File: src/verilog/fp_mul_pkg.sv
// fp_mul_pkg: single precision format constants and shared types for the multiplier

package fp_mul_pkg;

	// ieee 754 binary32 layout
	localparam int FP_W     = 32;
	localparam int EXP_W    = 8;
	localparam int FRAC_W   = 23;
	localparam int MANT_W   = 24;	// fraction plus hidden bit
	localparam int PROD_W   = 48;	// full mantissa product

	localparam int EXP_BIAS = 127;
	localparam int EXP_MAX  = 255;	// all ones exponent code

	// signed internal exponent
	// holds the sum of two unbiased exponents, the normalise and round
	// increments and the rebias without wrapping
	localparam int SEXP_W   = 10;

	localparam logic [FP_W-1:0] QNAN = 32'h7FC0_0000;	// canonical quiet nan

	// risc-v rounding mode encoding
	typedef enum logic [2:0] {
		RNE = 3'd0,	// nearest, ties to even
		RTZ = 3'd1,	// toward zero
		RDN = 3'd2,	// toward minus infinity
		RUP = 3'd3,	// toward plus infinity
		RMM = 3'd4	// nearest, ties away from zero
	} round_mode_t;

	// operand class after unpacking
	// subnormals are folded into FP_ZERO
	typedef enum logic [1:0] {
		FP_ZERO   = 2'd0,
		FP_NORMAL = 2'd1,
		FP_INF    = 2'd2,
		FP_NAN    = 2'd3
	} fp_class_t;

endpackage
File: src/verilog/fp_mul.sv
// fp_mul: two cycle pipelined single precision multiplier with rounding modes and flags
`timescale 1ns/1ps

module fp_mul import fp_mul_pkg::*; #(
	parameter int TAG_W = 6
) (
	input  logic             clk,
	input  logic             reset,
	input  logic             start,
	input  round_mode_t      rnd,
	input  logic [FP_W-1:0]  in_1,
	input  logic [FP_W-1:0]  in_2,
	input  logic [TAG_W-1:0] tag,
	output logic             valid,
	output logic [FP_W-1:0]  res,
	output logic [TAG_W-1:0] tag_out,
	output logic             nv,
	output logic             of,
	output logic             uf,
	output logic             nx
);

	// stage b
	logic                     b_valid, b_sign, b_snan;
	logic [TAG_W-1:0]         b_tag;
	round_mode_t              b_rnd;
	logic signed [SEXP_W-1:0] b_exp_sum;
	logic [MANT_W-1:0]        b_mant_1, b_mant_2;
	fp_class_t                b_class_1, b_class_2;

	// stage c
	logic                     c_valid, c_sign, c_snan;
	logic [TAG_W-1:0]         c_tag;
	round_mode_t              c_rnd;
	logic signed [SEXP_W-1:0] c_exp_sum;
	logic [PROD_W-1:0]        c_product;
	fp_class_t                c_class_1, c_class_2;

	logic [EXP_W-1:0]  rnd_exp;
	logic [FRAC_W-1:0] rnd_frac;
	logic              overflow, underflow, inexact, max_finite;

	fp_operand_unpack #(.TAG_W(TAG_W)) u_unpack (
		.clk(clk), .reset(reset), .start(start), .rnd(rnd),
		.in_1(in_1), .in_2(in_2), .tag(tag),
		.b_valid(b_valid), .b_tag(b_tag), .b_rnd(b_rnd), .b_sign(b_sign),
		.b_exp_sum(b_exp_sum), .b_mant_1(b_mant_1), .b_mant_2(b_mant_2),
		.b_class_1(b_class_1), .b_class_2(b_class_2), .b_snan(b_snan)
	);

	fp_mant_multiply #(.TAG_W(TAG_W)) u_multiply (
		.clk(clk), .reset(reset),
		.b_valid(b_valid), .b_tag(b_tag), .b_rnd(b_rnd), .b_sign(b_sign),
		.b_exp_sum(b_exp_sum), .b_mant_1(b_mant_1), .b_mant_2(b_mant_2),
		.b_class_1(b_class_1), .b_class_2(b_class_2), .b_snan(b_snan),
		.c_valid(c_valid), .c_tag(c_tag), .c_rnd(c_rnd), .c_sign(c_sign),
		.c_exp_sum(c_exp_sum), .c_product(c_product),
		.c_class_1(c_class_1), .c_class_2(c_class_2), .c_snan(c_snan)
	);

	fp_normalize_round u_round (
		.c_rnd(c_rnd), .c_sign(c_sign), .c_exp_sum(c_exp_sum), .c_product(c_product),
		.rnd_exp(rnd_exp), .rnd_frac(rnd_frac), .overflow(overflow),
		.underflow(underflow), .inexact(inexact), .max_finite(max_finite)
	);

	fp_result_pack u_pack (
		.c_sign(c_sign), .c_class_1(c_class_1), .c_class_2(c_class_2), .c_snan(c_snan),
		.rnd_exp(rnd_exp), .rnd_frac(rnd_frac), .overflow(overflow),
		.underflow(underflow), .inexact(inexact), .max_finite(max_finite),
		.res(res), .nv(nv), .of(of), .uf(uf), .nx(nx)
	);

	assign valid   = c_valid;	// result leaves from stage c
	assign tag_out = c_tag;

endmodule

File: src/verilog/fp_result_pack.sv
// fp_result_pack: chooses the special case or rounded result and raises the exception flags
`timescale 1ns/1ps

module fp_result_pack import fp_mul_pkg::*; (
	input  logic              c_sign,
	input  fp_class_t         c_class_1,
	input  fp_class_t         c_class_2,
	input  logic              c_snan,
	input  logic [EXP_W-1:0]  rnd_exp,
	input  logic [FRAC_W-1:0] rnd_frac,
	input  logic              overflow,
	input  logic              underflow,
	input  logic              inexact,
	input  logic              max_finite,
	output logic [FP_W-1:0]   res,
	output logic              nv,
	output logic              of,
	output logic              uf,
	output logic              nx
);

	logic any_nan, any_inf, any_zero, inf_times_zero;

	assign any_nan  = (c_class_1 == FP_NAN) || (c_class_2 == FP_NAN);
	assign any_inf  = (c_class_1 == FP_INF) || (c_class_2 == FP_INF);
	assign any_zero = (c_class_1 == FP_ZERO) || (c_class_2 == FP_ZERO);
	assign inf_times_zero = any_inf && any_zero;

	always_comb begin
		nv = 1'b0;
		of = 1'b0;
		uf = 1'b0;
		nx = 1'b0;
		if (any_nan || inf_times_zero) begin
			res = QNAN;
			nv  = c_snan || inf_times_zero;
		end else if (any_inf) begin
			res = {c_sign, {EXP_W{1'b1}}, {FRAC_W{1'b0}}};
		end else if (any_zero) begin
			res = {c_sign, {(FP_W-1){1'b0}}};	// exact signed zero
		end else if (overflow) begin
			of = 1'b1;
			nx = 1'b1;
			if (max_finite)
				res = {c_sign, {(EXP_W-1){1'b1}}, 1'b0, {FRAC_W{1'b1}}};
			else
				res = {c_sign, {EXP_W{1'b1}}, {FRAC_W{1'b0}}};
		end else if (underflow) begin
			res = {c_sign, {(FP_W-1){1'b0}}};
			uf  = 1'b1;
			nx  = 1'b1;
		end else begin
			res = {c_sign, rnd_exp, rnd_frac};
			nx  = inexact;
		end
	end

endmodule

File: src/verilog/fp_normalize_round.sv
// fp_normalize_round: stage c normalise, round per mode and range check of the mantissa product
`timescale 1ns/1ps

module fp_normalize_round import fp_mul_pkg::*; (
	input  round_mode_t              c_rnd,
	input  logic                     c_sign,
	input  logic signed [SEXP_W-1:0] c_exp_sum,
	input  logic [PROD_W-1:0]        c_product,
	output logic [EXP_W-1:0]         rnd_exp,
	output logic [FRAC_W-1:0]        rnd_frac,
	output logic                     overflow,
	output logic                     underflow,
	output logic                     inexact,
	output logic                     max_finite
);

	logic                     norm_shift;
	logic [FRAC_W-1:0]        frac;
	logic                     guard;
	logic                     sticky;
	logic                     round_up;
	logic [FRAC_W:0]          frac_inc;
	logic                     carry;
	logic signed [SEXP_W-1:0] exp_norm;
	logic signed [SEXP_W-1:0] exp_biased;

	// product of two [1,2) mantissas lies in [1,4)
	assign norm_shift = c_product[PROD_W-1];

	always_comb begin
		if (norm_shift) begin
			frac   = c_product[PROD_W-2 -: FRAC_W];	// 46:24
			guard  = c_product[PROD_W-2-FRAC_W];
			sticky = |c_product[PROD_W-3-FRAC_W:0];
		end else begin
			frac   = c_product[PROD_W-3 -: FRAC_W];	// 45:23
			guard  = c_product[PROD_W-3-FRAC_W];
			sticky = |c_product[PROD_W-4-FRAC_W:0];
		end
	end

	assign exp_norm = c_exp_sum + SEXP_W'(norm_shift);

	// increment decision, direction taken from the sign
	always_comb begin
		case (c_rnd)
			RNE:     round_up = guard && (sticky || frac[0]);
			RTZ:     round_up = 1'b0;
			RDN:     round_up = (guard || sticky) && c_sign;
			RUP:     round_up = (guard || sticky) && !c_sign;
			RMM:     round_up = guard;
			default: round_up = 1'b0;	// reserved encodings truncate
		endcase
	end

	assign frac_inc = {1'b0, frac} + (FRAC_W+1)'(round_up);
	assign carry    = frac_inc[FRAC_W];	// all ones fraction wrapped

	assign exp_biased = exp_norm + SEXP_W'(carry) + SEXP_W'(EXP_BIAS);

	assign rnd_frac = frac_inc[FRAC_W-1:0];
	assign rnd_exp  = exp_biased[EXP_W-1:0];

	assign overflow  = exp_biased >= EXP_MAX;
	assign underflow = exp_biased < 1;	// below smallest normal, flushed
	assign inexact   = guard || sticky;

	// modes that saturate instead of going to infinity
	always_comb begin
		case (c_rnd)
			RTZ:     max_finite = 1'b1;
			RDN:     max_finite = !c_sign;
			RUP:     max_finite = c_sign;
			default: max_finite = 1'b0;
		endcase
	end

endmodule

File: src/verilog/fp_mant_multiply.sv
// fp_mant_multiply: stage b, forms the 24x24 mantissa product and registers it into stage c
`timescale 1ns/1ps

module fp_mant_multiply import fp_mul_pkg::*; #(
	parameter int TAG_W = 6
) (
	input  logic                     clk,
	input  logic                     reset,
	input  logic                     b_valid,
	input  logic [TAG_W-1:0]         b_tag,
	input  round_mode_t              b_rnd,
	input  logic                     b_sign,
	input  logic signed [SEXP_W-1:0] b_exp_sum,
	input  logic [MANT_W-1:0]        b_mant_1,
	input  logic [MANT_W-1:0]        b_mant_2,
	input  fp_class_t                b_class_1,
	input  fp_class_t                b_class_2,
	input  logic                     b_snan,
	output logic                     c_valid,
	output logic [TAG_W-1:0]         c_tag,
	output round_mode_t              c_rnd,
	output logic                     c_sign,
	output logic signed [SEXP_W-1:0] c_exp_sum,
	output logic [PROD_W-1:0]        c_product,
	output fp_class_t                c_class_1,
	output fp_class_t                c_class_2,
	output logic                     c_snan
);

	logic [PROD_W-1:0] product;

	// plain unsigned multiply
	// a real build swaps this for a hard multiplier macro
	assign product = PROD_W'(b_mant_1) * PROD_W'(b_mant_2);

	always_ff @(posedge clk) begin
		if (reset) begin
			c_valid <= 1'b0;
		end else begin
			c_valid <= b_valid;
		end
	end

	// side information follows the product
	always_ff @(posedge clk) begin
		c_tag     <= b_tag;
		c_rnd     <= b_rnd;
		c_sign    <= b_sign;
		c_exp_sum <= b_exp_sum;
		c_product <= product;
		c_class_1 <= b_class_1;
		c_class_2 <= b_class_2;
		c_snan    <= b_snan;
	end

endmodule

File: src/verilog/fp_operand_unpack.sv
// fp_operand_unpack: stage a, splits and classifies both operands and registers them into stage b
`timescale 1ns/1ps

module fp_operand_unpack import fp_mul_pkg::*; #(
	parameter int TAG_W = 6
) (
	input  logic                     clk,
	input  logic                     reset,
	input  logic                     start,
	input  round_mode_t              rnd,
	input  logic [FP_W-1:0]          in_1,
	input  logic [FP_W-1:0]          in_2,
	input  logic [TAG_W-1:0]         tag,
	output logic                     b_valid,
	output logic [TAG_W-1:0]         b_tag,
	output round_mode_t              b_rnd,
	output logic                     b_sign,
	output logic signed [SEXP_W-1:0] b_exp_sum,
	output logic [MANT_W-1:0]        b_mant_1,
	output logic [MANT_W-1:0]        b_mant_2,
	output fp_class_t                b_class_1,
	output fp_class_t                b_class_2,
	output logic                     b_snan
);

	logic [EXP_W-1:0]          exp_1, exp_2;
	logic [FRAC_W-1:0]         frac_1, frac_2;
	fp_class_t                 class_1, class_2;
	logic signed [SEXP_W-1:0]  unb_1, unb_2;
	logic                      snan_1, snan_2;

	function automatic fp_class_t classify(input logic [EXP_W-1:0] e, input logic [FRAC_W-1:0] f);
		fp_class_t c;
		if (e == '0)
			c = FP_ZERO;	// subnormals flush to zero
		else if (e == EXP_W'(EXP_MAX))
			c = (f == '0) ? FP_INF : FP_NAN;
		else
			c = FP_NORMAL;
		return c;
	endfunction

	assign exp_1  = in_1[FP_W-2 -: EXP_W];
	assign exp_2  = in_2[FP_W-2 -: EXP_W];
	assign frac_1 = in_1[FRAC_W-1:0];
	assign frac_2 = in_2[FRAC_W-1:0];

	assign class_1 = classify(exp_1, frac_1);
	assign class_2 = classify(exp_2, frac_2);

	// quiet bit clear means signalling
	assign snan_1 = (class_1 == FP_NAN) && !frac_1[FRAC_W-1];
	assign snan_2 = (class_2 == FP_NAN) && !frac_2[FRAC_W-1];

	assign unb_1 = SEXP_W'(exp_1) - SEXP_W'(EXP_BIAS);
	assign unb_2 = SEXP_W'(exp_2) - SEXP_W'(EXP_BIAS);

	always_ff @(posedge clk) begin
		if (reset) begin
			b_valid <= 1'b0;
		end else begin
			b_valid <= start;
		end
	end

	always_ff @(posedge clk) begin
		b_tag     <= tag;
		b_rnd     <= rnd;
		b_sign    <= in_1[FP_W-1] ^ in_2[FP_W-1];
		b_exp_sum <= unb_1 + unb_2;
		b_mant_1  <= {exp_1 != '0, frac_1};	// hidden bit only for normals
		b_mant_2  <= {exp_2 != '0, frac_2};
		b_class_1 <= class_1;
		b_class_2 <= class_2;
		b_snan    <= snan_1 | snan_2;
	end

endmodule

File: config.mk
export PLATFORM = sky130hd
export DESIGN_NAME = fp_mul
export DESIGN_NICKNAME = d
export VERILOG_FILES = /design/src/verilog/fp_mul_pkg.sv /design/src/verilog/fp_mul.sv /design/src/verilog/fp_result_pack.sv /design/src/verilog/fp_normalize_round.sv /design/src/verilog/fp_mant_multiply.sv /design/src/verilog/fp_operand_unpack.sv
export SDC_FILE = /design/constraint.sdc
export NUM_CORES = 2
export LEC_CHECK = 0
export ABC_AREA = 1
export BUFFER_PORTS_ARGS = -buffer_cell sky130_fd_sc_hd__buf_2
export CAP_MARGIN = 20
export CORE_MARGIN = 2
export CORE_UTILIZATION = 26
export CTS_CLUSTER_SIZE = 20
export DETAILED_ROUTE_END_ITERATION = 8
export MAX_ROUTING_LAYER = met4
export PLACE_DENSITY = 0.48
export SLEW_MARGIN = 20
export SYNTH_ARGS = -nofsm -noshare
export SYNTH_HDL_FRONTEND = slang
export SYNTH_SLANG_ARGS = --single-unit
File: constraint.sdc
create_clock -name clk -period 16.6 [get_ports clk]
set_input_delay 0.83 -clock clk [delete_from_list [all_inputs] [get_ports clk]]
set_output_delay 0.83 -clock clk [all_outputs]
set_load 0.03 [all_outputs]
==> metrics.sh <==
CLOCK_TREE.HTREE_LEVEL_COUNT=4
RELSLEWSLACK_PCT=25.90
CRIT_CHAIN='nand2_1 > fa_1 > inv_1 > fa_1 > inv_1 > fa_1 > fa_1 > inv_1 > fa_1 > inv_1 > fa_1 > fa_1 > inv_1 > ha_1 > a21oi_1 > o21ai_0 > a21boi_0 > nor2_1 > nor3_1 > nand3_1 > xor2_1'
TIGHTESTPINTRANSITION_PS=1110
SYNTH_FLOP_CELL='dfxtp_1'
PIN_COUNT_OF_THE_BIGGEST_NET_ENTERING_GLOBAL_ROUTING=44
SYNTH-EDFF-COUNT=0
FIN_SETUP_TNS_PS=0
PLACEMENT_ROWS=115
CRIT_PATH_MAX_INCR_DELAY_PS=1060
CP.ARRIVAL_PS=7750
PERIOD_NEEDED_PS=7382
VIAS_PER_CELL=4.394
FINISH.NET_COUNT=4105
REPORT.FINAL.SETUP_VIOL=0
DETAILED_PLACE_HPWL_MM=64.20
AREA_SHARE_OF_FA_HA_MAJ_CELLS_AFTER_SYNTHESIS_PCT=47.09
FIRST_PASS_ITERS=5
GLOBALROUTE.TOTALOVERFLOW=0
CRITICALPATHCATEGORY='flop to flop'
BUFFER_PORTS.INSERTED=118
ROUTE.ANTENNA.REMAINING_NETS=0
CTS.REPAIR.RESIZED=0
SYNTH_NETS=4034
SYNTH_CELL_TYPES=54
ANTENNADIODECOUNT=0
HP-CLASS='flop to flop'
SYNTH_SEQ_AREA_SHARE_PCT=11.47
SYNTHESIS.INSTANCES=3276
MAX_FREQ_GHz=0.1355
INSERTION_DELAY_PS=500
FINAL_CORE_UTILIZATION_PCT=28.91
START_UTIL_PCT=26.25
HOLD_VIOL=0
POST_SYNTH.CELL_AREA_AVG_UM2=7.887
CLK_PIN_SLEW_WORST_PATHS_PS=80
OUTCOME='finished, final reports clean'
CTS-BUFFERS-INSERTED=17
SYNTH-WARNING-COUNT=0
FINALCLOCKSKEW_PS=19.98
TIMING.CRITICAL_PATH.BUF_INV=5
DIEHEIGHT_UM=319.2
ROUTE.VIAS.TOTAL=20420
SYNTHMUXAREASHARE_PCT=0
CTS_HOLD_REPAIR.BUFFERS=0
NETLIST_AREA_UM2=25840
GRT_PASS1_WL_MM=126.7
PIN_COUNT=119
TIMING.CRITICAL_PATH.SLOWEST_STAGE_CELL='dfxtp_1'
DIE_X_UM=319.2
STARTPOINT_TYPE='flop'
SYNTHARSTFLOPSHARE_PCT=0
TIMING.MAX_CAP.VIOLATIONS=0
CRITICAL_PATH_REQUIRED_PS=16970
GLOBAL_ROUTE.USAGE.TOTAL_PCT=16.78
WORSTPATHMAXFANOUT=24
DRT-INITIAL-DRC-COUNT=1182
ANTENNA_FOUND_INITIAL=4
TOTALWIRELENGTH_MM=81.27
CRIT_TOP_CELL='fa_1'
CORE_AREA_UM2=98420
GRT_PASS1_VIAS=21520
LARGEST_FAMILY_OF_LOGIC_CELLS_BY_SYNTHESIZED_AREA='adder cells'
POST_ROUTE_CELLS_DRIVE_ABOVE_1_SHARE_PCT=8.723
SYNTH_COMPOUND_AREA_SHARE_PCT=4.678
ENDPOINT_KIND='flop'
SYN_TO_FINAL_GROWTH_PCT=10.13
CLOCK-ROOT-BUFFER='clkbuf_16'
GPL.FINAL_WEIGHTED_CONGESTION=0.9199
SLEW_VIOLATIONS=0
AREA_FRACTION_IN_AND_OR_NAND_AND_NOR_CELLS_AFTER_SYNTHESIS_PCT=19.21
TRITONCTS='yes'
PATH_DELAY_FAMILY='adder cells'
CLKSINKCOUNT=148
DRC_ERRORS=0
FINAL_ROUTED_WIRE_LENGTH_DIVIDED_BY_CELL_COUNT_UM=17.49
CLOCKBUFFERDEPTH=2
POST_ROUTE_DESIGN_AREA_UM2=28450
YOSYS.AREA_SHARE.XOR_XNOR_PCT=2.542
YOSYS_REGISTER_BITS=148
POST_DP_CELL_AREA_UM2=27850
UNREPAIRED_SETUP_ENDPOINTS_AFTER_GLOBAL_ROUTING='no'
FP.DIEAREA_UM2=101900
POST-CTS-SETUP-BUFFERS=0
TIMING.FINAL.CRIT_SHARE_PCT=44.47
[final timing paths]
check,start,to,slack [ps],depth (start not counted)
hold / removal,u_unpack.b_class_1[1],u_multiply.c_class_1[1],320,0
setup / recovery,u_unpack.b_mant_1[17],u_multiply.c_product[42],9220,21
setup reg to reg,u_unpack.b_mant_1[17],u_multiply.c_product[42],9220,21
hold reg to reg,u_unpack.b_class_1[1],u_multiply.c_class_1[1],320,0
[Yosys cell counts, drive strengths merged, types with 4 or more instances]
cell	instances	share of area [%]
a31oi	7	0.17
nand2	851	13
dfxtp	148	11
nor3b	4	0.15
ha	198	9.6
nand4	22	0.53
or2	8	0.19
a21boi	4	0.12
inv	896	13
a21o	8	0.23
nand3b	10	0.29
o21ai	65	1.5
buf	12	0.59
fa	484	38
o21bai	8	0.23
clkbuf	96	1.4
xor2	51	1.8
nor4	19	0.46
nor3	25	0.59
o21a	5	0.15
xnor2	21	0.78
nand3	78	1.7
a21oi	92	2.1
nor2	150	2.5
[worst register-to-register path: cells and delay by family, from the launching register on]
family,cells,cell delay [ps]
adder cells (fa/ha/maj),8,3940
XOR/XNOR,1,180
flip-flops,1,1060
buffers and inverters,5,250
AND/OR/NAND/NOR,4,840
AO/OA/AOI/OAI,3,1000
[state kept, by name, indices dropped and copies added, names as in the netlist]
name / cells
u_multiply.c_product: 48
u_unpack.b_mant_1: 24
u_unpack.b_mant_2: 24
u_multiply.c_exp_sum: 10
u_unpack.b_exp_sum: 10
u_multiply.c_tag: 6
u_unpack.b_tag: 6
u_multiply.c_rnd: 3
u_unpack.b_rnd: 3
u_multiply.c_class_1: 2
u_multiply.c_class_2: 2
u_unpack.b_class_1: 2
u_unpack.b_class_2: 2
u_multiply.c_sign: 1
u_multiply.c_snan: 1
u_multiply.c_valid: 1
u_unpack.b_sign: 1
u_unpack.b_snan: 1
u_unpack.b_valid: 1
[layout by cell type, fill, tap and decap left out, drive strengths merged, types with 4 or more instances in the layout]
master,count
buf,160
xor2,51
o21a,5
o21bai,8
nand2,851
clkinv,5
ha,198
nand3b,10
nand3,78
xnor2,21
nor3,25
a31oi,7
a21oi,92
a21boi,4
a21o,8
fa,484
nand4,22
clkbuf,20
dfxtp,148
nor3b,4
or2,8
o21ai,65
nor4,19
inv,901
nor2,150
[stage by stage]
stage / instances / hold slack, ps / setup WS, ps
floorplan: 3276 / 309.6 / 10810
global placement: 4615 / 310.2 / 9307
detailed placement: 4615 / 312.1 / 9190
CTS: 4646 / 328.1 / 9140
global route: 4646 / 336.3 / 8711
finish: 4646 / 324.9 / 9218
[cells by family (layout without fill, tap and decap cells)]
logic type,Yosys count,count (layout)
compound gates,196,196
xor+xnor,72,72
fa+ha+maj,682,682
flops,148,148
buf+inv,1005,1088
simple gates,1173,1173
[layout make-up]
class | instances | area, um^2
Clock inverter | 11 | 140.1
Tap cell | 1287 | 1610
Multi-Input combinational cell | 2123 | 19000
Fill cell | 10820 | 69960
Clock buffer | 20 | 456.7
Timing Repair Buffer | 160 | 905.9
Sequential cell | 148 | 2973
Inverter | 897 | 3367
[per-layer routing]
layer / track usage, % / vias to the layer above / share of wire (%) / wire length [um]
li1: - / 9633 / - / -
met1: 21.16 / 10250 / 44 / 35440
met2: 28.21 / 432 / 50 / 40360
met3: 1.683 / 98 / 3.9 / 3185
met4: 5.430 / 0 / 2.8 / 2287
met5: - / - / 0 / 0
Power is not shown: default switching activity piles up to over one toggle a cycle in this logic, so the estimate is an artifact.
